## src/logic/load_pkg.sv

```systemverilog
// load unit package with widths, buffer depth, load kinds and the buffer entry type
package load_pkg;

  // ------------------------------
  // widths
  // ------------------------------
  localparam int unsigned xlen       = 64;
  localparam int unsigned vaddr_w    = 32;
  // low address bits, presented in the request cycle
  localparam int unsigned index_w    = 12;
  // remaining upper bits, presented in the tag cycle
  localparam int unsigned tag_w      = vaddr_w - index_w;
  localparam int unsigned trans_id_w = 3;
  localparam int unsigned nr_ldbuf   = 4;
  localparam int unsigned ldbuf_id_w = $clog2(nr_ldbuf);
  // byte position inside one 64-bit data word
  localparam int unsigned offset_w   = 3;

  // ------------------------------
  // load kinds and size codes
  // ------------------------------
  typedef enum logic [2:0] {
    LD  = 3'd0,
    LW  = 3'd1,
    LWU = 3'd2,
    LH  = 3'd3,
    LHU = 3'd4,
    LB  = 3'd5,
    LBU = 3'd6
  } load_op_e;

  // size code as the cache expects it
  typedef enum logic [1:0] {
    SIZE_BYTE   = 2'd0,
    SIZE_HALF   = 2'd1,
    SIZE_WORD   = 2'd2,
    SIZE_DOUBLE = 2'd3
  } size_e;

  // one outstanding load, 9 bits
  typedef struct packed {
    logic [trans_id_w-1:0] trans_id;
    logic [offset_w-1:0]   offset;
    load_op_e              op;
  } ldbuf_entry_t;

  // transfer size for a load kind
  function automatic size_e op_size(load_op_e op);
    unique case (op)
      LD:       return SIZE_DOUBLE;
      LW, LWU:  return SIZE_WORD;
      LH, LHU:  return SIZE_HALF;
      default:  return SIZE_BYTE;
    endcase
  endfunction

endpackage
```

## src/logic/load_unit.sv

```systemverilog
// data-cache load unit with up to four outstanding loads and out-of-order responses
`timescale 1ns/1ps

module load_unit (
  input  logic                             clk_i,
  input  logic                             rst_ni,
  input  logic                             flush_i,
  // issue queue
  input  logic                             valid_i,
  input  logic [load_pkg::trans_id_w-1:0]  trans_id_i,
  input  logic [load_pkg::vaddr_w-1:0]     vaddr_i,
  input  load_pkg::load_op_e               op_i,
  output logic                             pop_o,
  // cache request
  output logic                             req_o,
  output logic [load_pkg::index_w-1:0]     index_o,
  output load_pkg::size_e                  size_o,
  output logic [load_pkg::ldbuf_id_w-1:0]  id_o,
  input  logic                             gnt_i,
  output logic                             tag_valid_o,
  output logic [load_pkg::tag_w-1:0]       tag_o,
  output logic                             kill_o,
  // cache response
  input  logic                             rvalid_i,
  input  logic [load_pkg::ldbuf_id_w-1:0]  rid_i,
  input  logic [load_pkg::xlen-1:0]        rdata_i,
  // result to issue stage
  output logic                             valid_o,
  output logic [load_pkg::trans_id_w-1:0]  trans_id_o,
  output logic [load_pkg::xlen-1:0]        result_o
);
  import load_pkg::*;

  logic                  ldbuf_full;
  logic                  ldbuf_write;
  logic [ldbuf_id_w-1:0] free_id;
  ldbuf_entry_t          rd_entry;
  logic                  rd_live;

  // ------------------------------
  // request path
  // ------------------------------
  load_request_fsm u_request_fsm (
    .clk_i         (clk_i),
    .rst_ni        (rst_ni),
    .flush_i       (flush_i),
    .valid_i       (valid_i),
    .vaddr_i       (vaddr_i),
    .op_i          (op_i),
    .ldbuf_full_i  (ldbuf_full),
    .gnt_i         (gnt_i),
    .pop_o         (pop_o),
    .req_o         (req_o),
    .index_o       (index_o),
    .size_o        (size_o),
    .tag_valid_o   (tag_valid_o),
    .tag_o         (tag_o),
    .kill_o        (kill_o),
    .ldbuf_write_o (ldbuf_write)
  );

  // request id is the buffer slot that will hold the load
  assign id_o = free_id;

  load_buffer u_load_buffer (
    .clk_i      (clk_i),
    .rst_ni     (rst_ni),
    .flush_i    (flush_i),
    .write_i    (ldbuf_write),
    .trans_id_i (trans_id_i),
    .vaddr_i    (vaddr_i),
    .op_i       (op_i),
    .rvalid_i   (rvalid_i),
    .rid_i      (rid_i),
    .full_o     (ldbuf_full),
    .free_id_o  (free_id),
    .rd_entry_o (rd_entry),
    .rd_live_o  (rd_live)
  );

  // ------------------------------
  // response path
  // ------------------------------
  load_result_align u_result_align (
    .rdata_i  (rdata_i),
    .entry_i  (rd_entry),
    .result_o (result_o)
  );

  // flushed loads still free their slot but produce no result
  assign valid_o    = rd_live;
  assign trans_id_o = rd_entry.trans_id;

endmodule

```

## src/logic/load_result_align.sv

```systemverilog
// result aligner shifting the response word and sign or zero extending it per load kind
`timescale 1ns/1ps

module load_result_align (
  input  logic [load_pkg::xlen-1:0]  rdata_i,
  input  load_pkg::ldbuf_entry_t     entry_i,
  output logic [load_pkg::xlen-1:0]  result_o
);
  import load_pkg::*;

  logic [xlen-1:0]     shifted;
  logic [xlen/8-1:0]   sign_bits;
  logic [offset_w-1:0] sign_pos;
  logic                is_signed;
  logic                sign_bit;

  // ------------------------------
  // byte shift
  // ------------------------------
  // offset in bytes, times eight
  assign shifted = rdata_i >> {entry_i.offset, 3'b000};

  // ------------------------------
  // sign bit, beside the shifter
  // ------------------------------
  // top bit of every byte lane in the raw word
  for (genvar i = 0; i < xlen / 8; i++) begin : gen_sign_bits
    assign sign_bits[i] = rdata_i[i*8+7];
  end

  assign is_signed = entry_i.op inside {LW, LH, LB};

  // lane holding the most significant byte of the loaded value
  always_comb begin
    unique case (entry_i.op)
      LW:      sign_pos = entry_i.offset + offset_w'(3);
      LH:      sign_pos = entry_i.offset + offset_w'(1);
      default: sign_pos = entry_i.offset;
    endcase
  end

  // unsigned kinds pull the fill to zero
  assign sign_bit = is_signed & sign_bits[sign_pos];

  // ------------------------------
  // result mux
  // ------------------------------
  always_comb begin
    unique case (entry_i.op)
      LW, LWU: result_o = {{(xlen - 32){sign_bit}}, shifted[31:0]};
      LH, LHU: result_o = {{(xlen - 16){sign_bit}}, shifted[15:0]};
      LB, LBU: result_o = {{(xlen - 8){sign_bit}}, shifted[7:0]};
      // full double word
      default: result_o = shifted;
    endcase
  end

endmodule

```

## src/logic/load_request_fsm.sv

```systemverilog
// request FSM driving index, grant wait, tag phase and flush kill towards the cache
`timescale 1ns/1ps

module load_request_fsm (
  input  logic                             clk_i,
  input  logic                             rst_ni,
  input  logic                             flush_i,
  // issue side
  input  logic                             valid_i,
  input  logic [load_pkg::vaddr_w-1:0]     vaddr_i,
  input  load_pkg::load_op_e               op_i,
  input  logic                             ldbuf_full_i,
  input  logic                             gnt_i,
  output logic                             pop_o,
  // cache request side
  output logic                             req_o,
  output logic [load_pkg::index_w-1:0]     index_o,
  output load_pkg::size_e                  size_o,
  output logic                             tag_valid_o,
  output logic [load_pkg::tag_w-1:0]       tag_o,
  output logic                             kill_o,
  output logic                             ldbuf_write_o
);
  import load_pkg::*;

  typedef enum logic [1:0] {
    IDLE,
    WAIT_GNT,
    SEND_TAG,
    FLUSH_KILL
  } state_e;

  state_e             state_q, state_d;
  logic               accept;
  logic               granted;
  logic [tag_w-1:0]   tag_q;

  // new load can start only with a free slot and no flush
  assign accept = valid_i && !ldbuf_full_i && !flush_i;

  // index and size come straight from the issue queue, which holds them until the pop
  assign index_o = vaddr_i[index_w-1:0];
  assign size_o  = op_size(op_i);

  // ------------------------------
  // next state and request control
  // ------------------------------
  always_comb begin
    state_d     = state_q;
    req_o       = 1'b0;
    tag_valid_o = 1'b0;
    kill_o      = 1'b0;

    unique case (state_q)
      IDLE: begin
        if (accept) begin
          req_o   = 1'b1;
          state_d = gnt_i ? SEND_TAG : WAIT_GNT;
        end
      end

      WAIT_GNT: begin
        // hold the request, withdrawn only by a flush
        req_o = !flush_i;
        if (gnt_i) begin
          state_d = SEND_TAG;
        end
      end

      SEND_TAG: begin
        tag_valid_o = 1'b1;
        state_d     = IDLE;
        // back-to-back load in the tag cycle
        if (accept) begin
          req_o   = 1'b1;
          state_d = gnt_i ? SEND_TAG : WAIT_GNT;
        end
      end

      FLUSH_KILL: begin
        // cache drops whatever request is in its tag phase
        kill_o      = 1'b1;
        tag_valid_o = 1'b1;
        state_d     = IDLE;
      end

      default: begin
        state_d = IDLE;
      end
    endcase

    // flush wins over every other transition
    if (flush_i) begin
      state_d = FLUSH_KILL;
    end
  end

  assign granted       = req_o && gnt_i;
  assign pop_o         = granted;
  assign ldbuf_write_o = granted;

  always_ff @(posedge clk_i or negedge rst_ni) begin
    if (!rst_ni) begin
      state_q <= IDLE;
    end else begin
      state_q <= state_d;
    end
  end

  // ------------------------------
  // tag capture
  // ------------------------------
  // upper address bits of the granted load for the following cycle
  always_ff @(posedge clk_i) begin
    if (granted) begin
      tag_q <= vaddr_i[vaddr_w-1:index_w];
    end
  end

  assign tag_o = tag_q;

endmodule

```

## src/logic/load_buffer.sv

```systemverilog
// load buffer tracking outstanding loads by request id, with flushed flags
`timescale 1ns/1ps

module load_buffer (
  input  logic                               clk_i,
  input  logic                               rst_ni,
  input  logic                               flush_i,
  // write side, one write per granted request
  input  logic                               write_i,
  input  logic [load_pkg::trans_id_w-1:0]    trans_id_i,
  input  logic [load_pkg::vaddr_w-1:0]       vaddr_i,
  input  load_pkg::load_op_e                 op_i,
  // response side
  input  logic                               rvalid_i,
  input  logic [load_pkg::ldbuf_id_w-1:0]    rid_i,
  output logic                               full_o,
  output logic [load_pkg::ldbuf_id_w-1:0]    free_id_o,
  output load_pkg::ldbuf_entry_t             rd_entry_o,
  output logic                               rd_live_o
);
  import load_pkg::*;

  logic [nr_ldbuf-1:0]   valid_q, valid_d;
  logic [nr_ldbuf-1:0]   flushed_q, flushed_d;
  ldbuf_entry_t          entry_q [nr_ldbuf];
  logic [nr_ldbuf-1:0]   release_mask;
  logic [nr_ldbuf-1:0]   avail;
  logic [ldbuf_id_w-1:0] lowest_free;
  logic [ldbuf_id_w-1:0] pick_q;

  // ------------------------------
  // free slot choice
  // ------------------------------
  // a response this cycle already frees its slot for a new request
  always_comb begin
    release_mask = '0;
    if (rvalid_i) begin
      release_mask[rid_i] = 1'b1;
    end
  end

  assign avail  = ~valid_q | release_mask;
  assign full_o = ~|avail;

  // lowest free slot
  always_comb begin
    lowest_free = '0;
    for (int i = nr_ldbuf - 1; i >= 0; i--) begin
      if (avail[i]) begin
        lowest_free = ldbuf_id_w'(i);
      end
    end
  end

  // keep the last choice while it is still free, so the id holds during a grant wait
  assign free_id_o = !valid_q[pick_q] ? pick_q : lowest_free;

  // ------------------------------
  // valid and flushed flags
  // ------------------------------
  always_comb begin
    valid_d   = valid_q;
    flushed_d = flushed_q;
    // every outstanding load is cancelled by a flush
    if (flush_i) begin
      flushed_d = '1;
    end
    if (rvalid_i) begin
      valid_d[rid_i] = 1'b0;
    end
    // a new load is live even in a flush cycle
    if (write_i) begin
      valid_d[free_id_o]   = 1'b1;
      flushed_d[free_id_o] = 1'b0;
    end
  end

  always_ff @(posedge clk_i or negedge rst_ni) begin
    if (!rst_ni) begin
      valid_q   <= '0;
      flushed_q <= '0;
      pick_q    <= '0;
    end else begin
      valid_q   <= valid_d;
      flushed_q <= flushed_d;
      pick_q    <= free_id_o;
    end
  end

  // entry payload
  always_ff @(posedge clk_i) begin
    if (write_i) begin
      entry_q[free_id_o] <= '{trans_id: trans_id_i, offset: vaddr_i[offset_w-1:0], op: op_i};
    end
  end

  // ------------------------------
  // read port by response id
  // ------------------------------
  assign rd_entry_o = entry_q[rid_i];
  assign rd_live_o  = rvalid_i && valid_q[rid_i] && !flushed_q[rid_i];

endmodule

```

## config.mk

```make
export PLATFORM = sky130hd
export DESIGN_NAME = load_unit
export DESIGN_NICKNAME = d
export VERILOG_FILES = /design/src/logic/load_pkg.sv /design/src/logic/load_unit.sv /design/src/logic/load_result_align.sv /design/src/logic/load_request_fsm.sv /design/src/logic/load_buffer.sv
export SDC_FILE = /design/constraint.sdc
export NUM_CORES = 1
export LEC_CHECK = 0
export BUFFER_PORTS_ARGS = -buffer_cell sky130_fd_sc_hd__buf_2
export CAP_MARGIN = 0
export CORE_UTILIZATION = 40
export CTS_CLUSTER_DIAMETER = 100
export DETAILED_ROUTE_END_ITERATION = 7
export GPL_ROUTABILITY_DRIVEN = 0
export PLACE_DENSITY = 0.75
export SETUP_SLACK_MARGIN = 0.02
export SLEW_MARGIN = 20
export SYNTH_ARGS = -nofsm -noshare
export SYNTH_HDL_FRONTEND = slang
export SYNTH_HIERARCHICAL = 1
export SYNTH_SLANG_ARGS = --single-unit
```

## constraint.sdc

```tcl
create_clock -name clk_i -period 4.2 [get_ports clk_i]
set_input_delay 0.63 -clock clk_i [delete_from_list [all_inputs] [get_ports clk_i]]
set_output_delay 0.63 -clock clk_i [all_outputs]
set_load 0.02 [all_outputs]
```

Word level (Yosys, flattened, before mapping):

Memories as Yosys holds them, arrays and structs flattened.
Index checks and enable logic that the tools add are counted.

* $add $sub $neg: 2
* multipliers: 0
* div/mod/pow operators: 0
* $lt $le $gt $ge: 6
* eq/ne operators: 15
* shift-type cells: 1
* muxes and demuxes: 37
* bitwise operators: 8
* reduce and logical (&&, ||, !) cells: 21

Operator list (number)
* $pmux W64 S3: 1
* $shr A64 B6 Y64: 1
* $mux W2: 10
* $mux W4: 5
* $reduce_or A2 Y1: 7
* $eq A3 B2 Y1 const B: 4
* $eq A3 B3 Y1 const B: 4
* $not A4 Y4: 3
* $mux W1: 11
* $lt A2 B3 Y1 const B: 3
* $and A4 B4 Y4: 2
* $or A4 B4 Y4: 2
* $pmux W2 S4: 1
* $logic_and A1 B1 Y1: 7
* $bmux W1 S2: 3
* $eq A3 B1 Y1 const B: 2
* $pmux W2 S3: 1
* $pmux W3 S2: 1
* $demux W1 S2: 2
* $eq A2 B2 Y1 const B: 2
* $ge A2 B1 Y1 const B: 2
* $lt A3 B4 Y1 const B: 1
* $reduce_or A4 Y1: 1
* $add A3 B1 Y3 const B: 1
* 12 further kinds: 13

* flip-flop bits (word level): 32
* latch bits: 0
* bits in writable memories: 36
* memory bits (read-only): 0
* bits of input ports: 110
* logic and storage cells: 96
* memories kept: 1

Memory list
* u_load_buffer.entry_q: words 4, width 9, read ports 1, clocked after memory_dff 0, wr ports 1, line load_buffer.sv:25 `ldbuf_entry_t entry_q [nr_ldbuf];`

Depth between registers and ports, before layout:

Gate-level depths: netlist of run 1.

* word-level depth: 18
* mapped depth: 12
* depth with buffers taken out: 9

Modules after synthesis:

The synthesis of run 1 kept the hierarchy.

By module, submodules not included
* load_result_align: times used 1, cells an instance 359, area an instance 2536.2 sq um, seq. area each 0.0 sq um
* load_buffer: times used 1, cells an instance 116, area an instance 1943.1 sq um, seq. area each 1331.3 sq um
* load_request_fsm: times used 1, cells an instance 50, area an instance 854.6 sq um, seq. area each 650.6 sq um

Worst setup path after synthesis of run 1:

OpenSTA, ideal clock, no wires.

* path type: input -> output
* start point: in rid_i[0] (netlist name)
* end point: out result_o[32] (netlist name)
* arrival time: 3326 ps
* data required time: 3570 ps
* setup slack: 244 ps
* stages on the path: 11
* buffers on the path: 4
* path through: buf_4 -> buf_2 -> mux4_2 -> buf_6 -> inv_1 -> fa_1 -> a32o_2 -> nor3_2 -> buf_6 -> a21oi_1 -> nand2_1

RTL lines
* start: declaration: line load_unit.sv:25 `input logic [load_pkg::ldbuf_id_w-1:0] rid_i,`
* end: declaration: line load_unit.sv:30 `output logic [load_pkg::xlen-1:0] result_o`

==> metrics.md, run 1 <==
| Metric | Value |
|---|---|
| Status | `finished, violations left` |
| Failing checks | `DRC` |
| Clock Pin Slew Worst Setup and Hold Paths | `about 0.05 ns` |
| R2r endpoint | `u_load_buffer/entry_q[3][8]$_DFFE_PP_` |
| Sequential area share after synthesis | `between 30% and 40%` |
| Reg-to-reg startpoint | `u_load_buffer/valid_q[1]$_DFF_PN0_` |
| Max stage delay on crit path | `approximately 0.54 ns` |
| Num CTS Buffers | `9` |
| Yosys reg bits | `roughly 70` |
| Sequential share of power | `between 20 and 30%` |
| Number of synthesized flops with an enable pin | `between 50 and 60` |
| Utilization after layout | `between 50% and 60%` |
| Register area | `between 1500 and 2000 um^2` |
| Final ANT Viol Nets | `0` |
| Largest net degree at the start of global routing | `roughly 80` |
| Multi-input combinational cell area | `3000 um^2` |
| Hold_buf cts | `0` |
| Levels on crit path | `11` |
| Crit-path max FO | `16` |
| Cell variety after synth | `66` |
| Initial antenna violation count | `0` |
| Max Cap Violations | `0` |
| Area Overhead vs Synth | `27.7%` |
| Post-detailed-placement half-perimeter wirelength | `11.8 mm` |
| Hold_ws | `between 0.15 and 0.2 ns` |
| CP cell instances | `buf_2 -> mux4_2 -> nand2_1 -> nor2_1 -> fa_1 -> a32o_2 -> buf_4 -> nor2_1 -> nand3_4 -> o211ai_1 -> buf_2` |
| Max-slew violation count | `0` |
| Die W | `117 um` |
| Final Critical Period | `4.00 ns` |
| Core region area | `~13,000 um^2` |
| CP top delay family | `buffers and inverters` |
| Post-Syn Instances | `about 530` |
| First-pass GRT wire length | `25.9 mm` |
| Final clock skew | `between 0.007 and 0.008 ns` |
| RSZ-0062 raised after global routing | `false` |
| Top FF cell, synth | `edfxtp_1` |
| Setup_tns | `0 ns` |
| Root buffer cell | `clkbuf_16` |
| Tcrit/Tclk final | `95.2%` |
| Via count | `slightly above 5k` |
| Via-to-Cell Ratio | `about 5.8` |
| # port buffers | `around 200` |
| Switching Power | `~1200 uW` |
| Crit. End Element | `output pin` |
| Routed len/inst | `18.4 um` |
| Clk pwr share | `roughly a quarter` |
| Num ports | `around 220` |
| CTS sink cnt | `between 60 and 70` |
| Worst path bufs/invs | `3` |
| Final Hold Vio Count | `0` |
| Final Cell Area | `between 6000 and 7000 um^2` |
| Fin nets | `about 820` |
| Switch share | `about two fifths` |
| Fraction of layout cells with a size suffix above 1 | `between 40% and 50%` |
| Max clock buf depth | `2` |
| Critical-path top delay cell | `mux4_2` |
| Worst vdd ir | `about 490 uV` |
| Crit path kind | `in -> out` |
| Pwr/cell area | `around 430 nW/um^2` |
| FF-to-FF setup slack | `roughly 1.3 ns` |
| DRC | `1` |
| CP startpoint kind | `input pin` |
| LEAKAGE | `between 0.003 and 0.004 uW` |
| Synthesized cell area | `5330 um^2` |
| Yosys Warn Count | `6` |
| Hold WC Path Type | `in -> async` |
| Clk_lat worst skew | `0.33 ns` |
| Slew HR | `43.1%` |
| CP required | `about 3.6 ns` |
| Antenna diodes | `0` |
| GRT overflow | `0` |
| Overall routing resource usage | `about a quarter` |
| Number of global-route vias before repair | `5,030` |
| Drt total wl | `roughly 16 mm` |
| Core Rows | `between 40 and 50` |
| Data arrival, critical path | `between 3 and 4 ns` |
| Combinational share of power | `between 40% and 50%` |
| Achievable Freq | `~250 MHz` |
| H-tree depth | `3` |
| Worst-Margin Slew | `around 0.85 ns` |
| Int Power | `about 1800 uW` |
| Initial Util | `between 40% and 50%` |
| Initial drt markers | `just over 500` |
| Mapped Nets | `636` |
| Area after DPL | `~6400 um^2` |
| CTS tree | `done` |
| Reg2Reg Depth | `7` |
| Die Y | `roughly 120 um` |
| Synth async-reset ratio | `17.6%` |
| Fill count | `1,129` |
| Avg Inst Size Synth | `approximately 10 um^2` |
| Drt first pass iters | `8` |
| Die Footprint | `about 14,000 um^2` |
| Final setup violation count | `0` |
[layer usage]
metal | routed length, um | share of wire (%) | track usage, %
met5 | 0 | 0 | 0
met1 | 6310 | 39 | 28.2
met3 | 1540 | 9.4 | 4.80
met2 | 8020 | 49 | 40.4
met4 | 512 | 3.1 | 9.54
[kinds of logic after synthesis]
logic type	Yosys count	share of synthesized area (%)
multiplexers	79	19.6
AO/OA/AOI/OAI	152	20.1
AND/OR/NAND/NOR	156	14.6
flip-flops	68	37.2
adder cells (fa/ha/maj)	1	0.375
XOR/XNOR	3	0.493
buffers and inverters	66	7.69
[Yosys cell counts, drive strengths merged, types with 2 or more instances]
cell     count  area, um^2
a211oi      10        92.6
and3         4        25.0
edfxtp      56        1680
a211o        2        17.5
clkbuf      12        55.1
nand2       56         210
mux2i       27         270
nand2b      11        68.8
nor3         4        30.0
o311ai       2        17.5
dfrtp       12         300
buf         44         318
a22oi        5        37.5
nor3b        2        15.0
mux2        35         394
nor2b       16         100
a31oi        3        18.8
a222oi       8        80.1
o31a         5        43.8
xnor2        3        26.3
o22a         2        18.8
a32o         3        31.3
nand3        3        20.0
nand3b       5        37.5
a21oi       57         289
mux4        17         383
and2         6        41.3
a2bb2oi      3        26.3
o21ai       20         100
inv         10        37.5
o211ai      23         183
nor2        41         154
[final cells by class]
cell class	count	area share (%)
Multi-Input combinational cell	392	44.0
Sequential cell	68	29.1
Timing Repair Buffer	231	18.7
Clock buffer	9	3.31
Tap cell	172	3.16
Clock inverter	7	1.19
Inverter	10	0.551
[per-stage QoR]
| stage | std cells | setup slack, ns | total power [uW] |
|---|---|---|---|
| 4_1_cts | 881 | 0.00870 | 2910 |
| 3_3_place_gp | 864 | -0.184 | 2120 |
| 6_report | 889 | 0.201 | 2940 |
| 3_5_place_dp | 864 | -0.264 | 2140 |
| 5_1_grt | 889 | 0.0131 | 3080 |
| 2_1_floorplan | 525 | 0.244 | 1750 |
[worst max-delay path by stage]
stage / start / endpoint / slack [ns]
2_1_floorplan: rid_i[0] / result_o[32] / 0.24
3_3_place_gp: rid_i[0] / result_o[63] / -0.18
3_5_place_dp: rid_i[0] / result_o[61] / -0.26
4_1_cts: rid_i[0] / result_o[31] / 0.009
5_1_grt: rid_i[0] / result_o[53] / 0.01
6_report: rid_i[0] / result_o[20] / 0.20
[power groups by stage]
stage | logic (uW) | registers (uW) | clock network, uW
2_1_floorplan | 896 | 853 | 0
3_3_place_gp | 1260 | 853 | 0
3_5_place_dp | 1280 | 858 | 0
4_1_cts | 1300 | 845 | 764
5_1_grt | 1430 | 854 | 790
6_report | 1340 | 848 | 748
[flip-flops by register name, summed over array words and instances, names as in the netlist]
signal	cells
u_load_buffer/entry_q	36
u_load_buffer/flushed_q	4
u_load_buffer/pick_q	2
u_load_buffer/valid_q	4
u_request_fsm/state_q	2
u_request_fsm/tag_o	20
[placed cells by master, fill, tap and decap left out, types with 4 or more instances in the layout]
cell type / Yosys / final
a211oi_1: 8 / 8
inv_6: 0 / 4
nand3b_1: 5 / 5
nor2_1: 41 / 41
a22oi_1: 5 / 5
and2_1: 4 / 4
a21oi_1: 56 / 56
o31a_1: 5 / 5
o211ai_1: 21 / 21
mux4_2: 17 / 17
mux2_2: 35 / 35
mux2i_1: 27 / 27
nand2b_1: 11 / 11
and3_1: 4 / 4
buf_4: 18 / 29
nor2b_1: 16 / 16
o21ai_0: 17 / 17
inv_1: 7 / 7
a222oi_1: 8 / 8
clkbuf_16: 0 / 9
buf_2: 14 / 199
dfrtp_1: 12 / 12
edfxtp_1: 56 / 56
nand2_1: 56 / 56
[repair_timing]
item | 4_1_cts | 5_1_grt
resized for setup | 3 | 3
buffers inserted | 0 | 8
pin swaps | 1 | 4
gates cloned | 1 | 0
endpoints found under the setup margin | 32 | 56
Note: power is estimated with default switching activity, not from simulation.
==> run 2: changes to the inputs <==
--- a/config.mk
+++ b/config.mk
@@ -8,6 +8,7 @@
 export BUFFER_PORTS_ARGS = -buffer_cell sky130_fd_sc_hd__buf_2
 export CAP_MARGIN = 0
 export CORE_UTILIZATION = 40
+export CTS_BUF_LIST = sky130_fd_sc_hd__clkbuf_4
 export CTS_CLUSTER_DIAMETER = 100
 export DETAILED_ROUTE_END_ITERATION = 7
 export GPL_ROUTABILITY_DRIVEN = 0
==> metrics.md, run 2 (synthesized netlist as in run 1, its figures left out) <==
| Metric | Value |
|---|---|
| Status | `finished clean` |
| Pwr/cell area | `393 nW/um^2 (-9.1%)` |
| Initial drt markers | `545 (+6.4%)` |
| Fraction of layout cells with a size suffix above 1 | `45.2% (unchanged)` |
| Fin nets | `823 (unchanged)` |
| Post-Layout Cell Count | `889 (unchanged)` |
| Final ANT Viol Nets | `0 (unchanged)` |
| Max Cap Violations | `0 (unchanged)` |
| First-pass GRT wire length | `25.4 mm (-1.6%)` |
| Core Rows | `41 (unchanged)` |
| Utilization after layout | `51.9% (-1.2 points)` |
| Num CTS Buffers | `9 (unchanged)` |
| FF-to-FF setup slack | `1.30 ns (about the same)` |
| Overall Power | `2610 uW (-11%)` |
| Max stage delay on crit path | `0.54 ns (about the same)` |
| Crit. End Element | `output pin` |
| Drt total wl | `16.1 mm (-1.4%)` |
| Num ports | `218 (unchanged)` |
| Clk_lat worst skew | `0.40 ns (+0.07 ns)` |
| Via count | `5,165 (-0.52%)` |
| Final clock skew | `0.0134 ns (+0.00567 ns)` |
| Drt first pass iters | `7 (-1)` |
| Data arrival, critical path | `3.37 ns (about the same)` |
| Max-slew violation count | `0 (unchanged)` |
| # port buffers | `199 (unchanged)` |
| Most frequent cells in the layout | `buf_2 (199), nand2_1 (56), a21oi_1 (56), edfxtp_1 (56), nor2_1 (41)` |
| Crit path kind | `in -> out` |
| CP required | `3.57 ns (about the same)` |
| Area Overhead vs Synth | `24.7%` |
| Core region area | `12,800 um^2 (unchanged)` |
| GRT overflow | `0 (unchanged)` |
| Worst vdd ir | `306 uV (-37%)` |
| Die W | `117 um (unchanged)` |
| Number of flip-flops in the largest register | `36 (unchanged)` |
| H-tree depth | `3 (unchanged)` |
| CTS sink cnt | `68 (unchanged)` |
| Commonest non-fill, non-tap cell in the layout | `buf_2` |
| Via-to-Cell Ratio | `5.81 (-0.52%)` |
| Achievable Freq | `250 MHz (about the same)` |
| Final setup violation count | `0 (unchanged)` |
| Routed len/inst | `18.2 um (-1.4%)` |
| Tcrit/Tclk final | `95.1% (about the same)` |
| DRC | `0 (-1)` |
| Die Y | `117 um (unchanged)` |
| Reg-to-reg startpoint | `u_load_buffer/valid_q[1]$_DFF_PN0_` |
| Crit-path max FO | `16 (unchanged)` |
| Final Critical Period | `4.00 ns (-0.00369 ns)` |
| R2r endpoint | `u_load_buffer/entry_q[3][8]$_DFFE_PP_` |
| CP startpoint kind | `input pin` |
| Initial antenna violation count | `0 (unchanged)` |
| Antenna diodes | `0 (unchanged)` |
| Clock Pin Slew Worst Setup and Hold Paths | `0.11 ns (+0.06 ns)` |
| Placed cells | `864 (unchanged)` |
| Hold_buf cts | `0 (unchanged)` |
| Root buffer cell | `clkbuf_4` |
| Largest reg by FF count | `u_load_buffer/entry_q` |
| Largest net degree at the start of global routing | `79 (unchanged)` |
| Reg2Reg Depth | `7 (unchanged)` |
| Max clock buf depth | `2 (unchanged)` |
| Die Footprint | `13,800 um^2 (unchanged)` |
| Final Hold Vio Count | `0 (unchanged)` |
| Slew HR | `42.0% (-1.1 points)` |
| Overall routing resource usage | `22.9% (-0.37 points)` |
| Critical-path top delay cell | `mux4_2` |
| LEAKAGE | `0.00294 uW (-2.3%)` |
| Worst-Margin Slew | `0.867 ns (+0.0161 ns)` |
| CTS tree | `done` |
| CP cell instances | `buf_2 -> mux4_2 -> nor2_1 -> fa_1 -> a32o_2 -> buf_4 -> nor2_1 -> nand3_4 -> o211ai_1 -> buf_2` |
| Hold WC Path Type | `in -> async` |
| RSZ-0062 raised after global routing | `false` |
| Number of global-route vias before repair | `4,991 (-0.78%)` |
| Initial Util | `41.6% (unchanged)` |
| Post-detailed-placement half-perimeter wirelength | `11.8 mm (unchanged)` |
-- run 2: cell counts in the layout (fill, tap and decap cells not counted) --
Identical to the previous run, type by type.
-- run 2: what timing repair did --
| action | in CTS | in global routing |
|---|---|---|
| gates resized for setup | 3 | 3 |
| buffers inserted | 0 | 8 |
| gates cloned | 1 | 0 |
| pin swaps | 1 | 4 |
| endpoints found under the setup margin | 32 | 56 |
-- run 2: cell type report --
cell class | instances | area [um^2]
inverter | 10 | 37.5
tap | 172 | 215
clock buffer | 9 | 67.6
sequential | 68 | 1980
multi-input combinational | 392 | 3000
timing repair buffer | 231 | 1270
clock inverter | 7 | 81.3
fill | 1162 | 6170
-- run 2: how the worst max path moves through the flow --
stage	start	to	slack, ns	cells past startpoint
6_report	rid_i[0]	result_o[20]	0.20	10
5_1_grt	rid_i[0]	result_o[53]	0.01	14
4_1_cts	rid_i[0]	result_o[31]	0.009	12
3_5_place_dp	rid_i[0]	result_o[61]	-0.26	10
3_3_place_gp	rid_i[0]	result_o[63]	-0.18	10
2_1_floorplan	rid_i[0]	result_o[32]	0.24	11
-- run 2: worst max-delay path, delay by kind of cell --
kind                     cells  cell delay, ns
multiplexers                 1            0.54
buffers and inverters        3            0.61
AO/OA/AOI/OAI                2            0.55
adder cells (fa/ha/maj)      1            0.45
AND/OR/NAND/NOR              3            0.57
-- run 2: routing by layer --
metal / vias up / GRT usage, % / wire length, um / part of all wire [%]
met5: - / 0 / 0 / 0
li1: 2352 / - / - / -
met1: 2425 / 27.9 / 6300 / 39
met3: 38 / 5.04 / 1530 / 9.5
met2: 350 / 39.4 / 7850 / 49
met4: 0 / 9.21 / 466 / 2.9
-- run 2: power breakdown --
group          switching [uW]  total, uW  internal (uW)
Sequential               48.8        845            796
Clock                     240        430            190
Combinational             825       1340            512
-- run 2: stage by stage --
step	setup WS, ns	area (um^2)	hold WS, ns	setup TNS (ns)
2_1_floorplan	0.244	5330	0.334	0
3_3_place_gp	-0.184	6380	0.489	-3.00
3_5_place_dp	-0.264	6380	0.492	-5.23
4_1_cts	0.00870	6560	0.0690	0
5_1_grt	0.0131	6650	0.0556	0
6_report	0.205	6650	0.0845	0
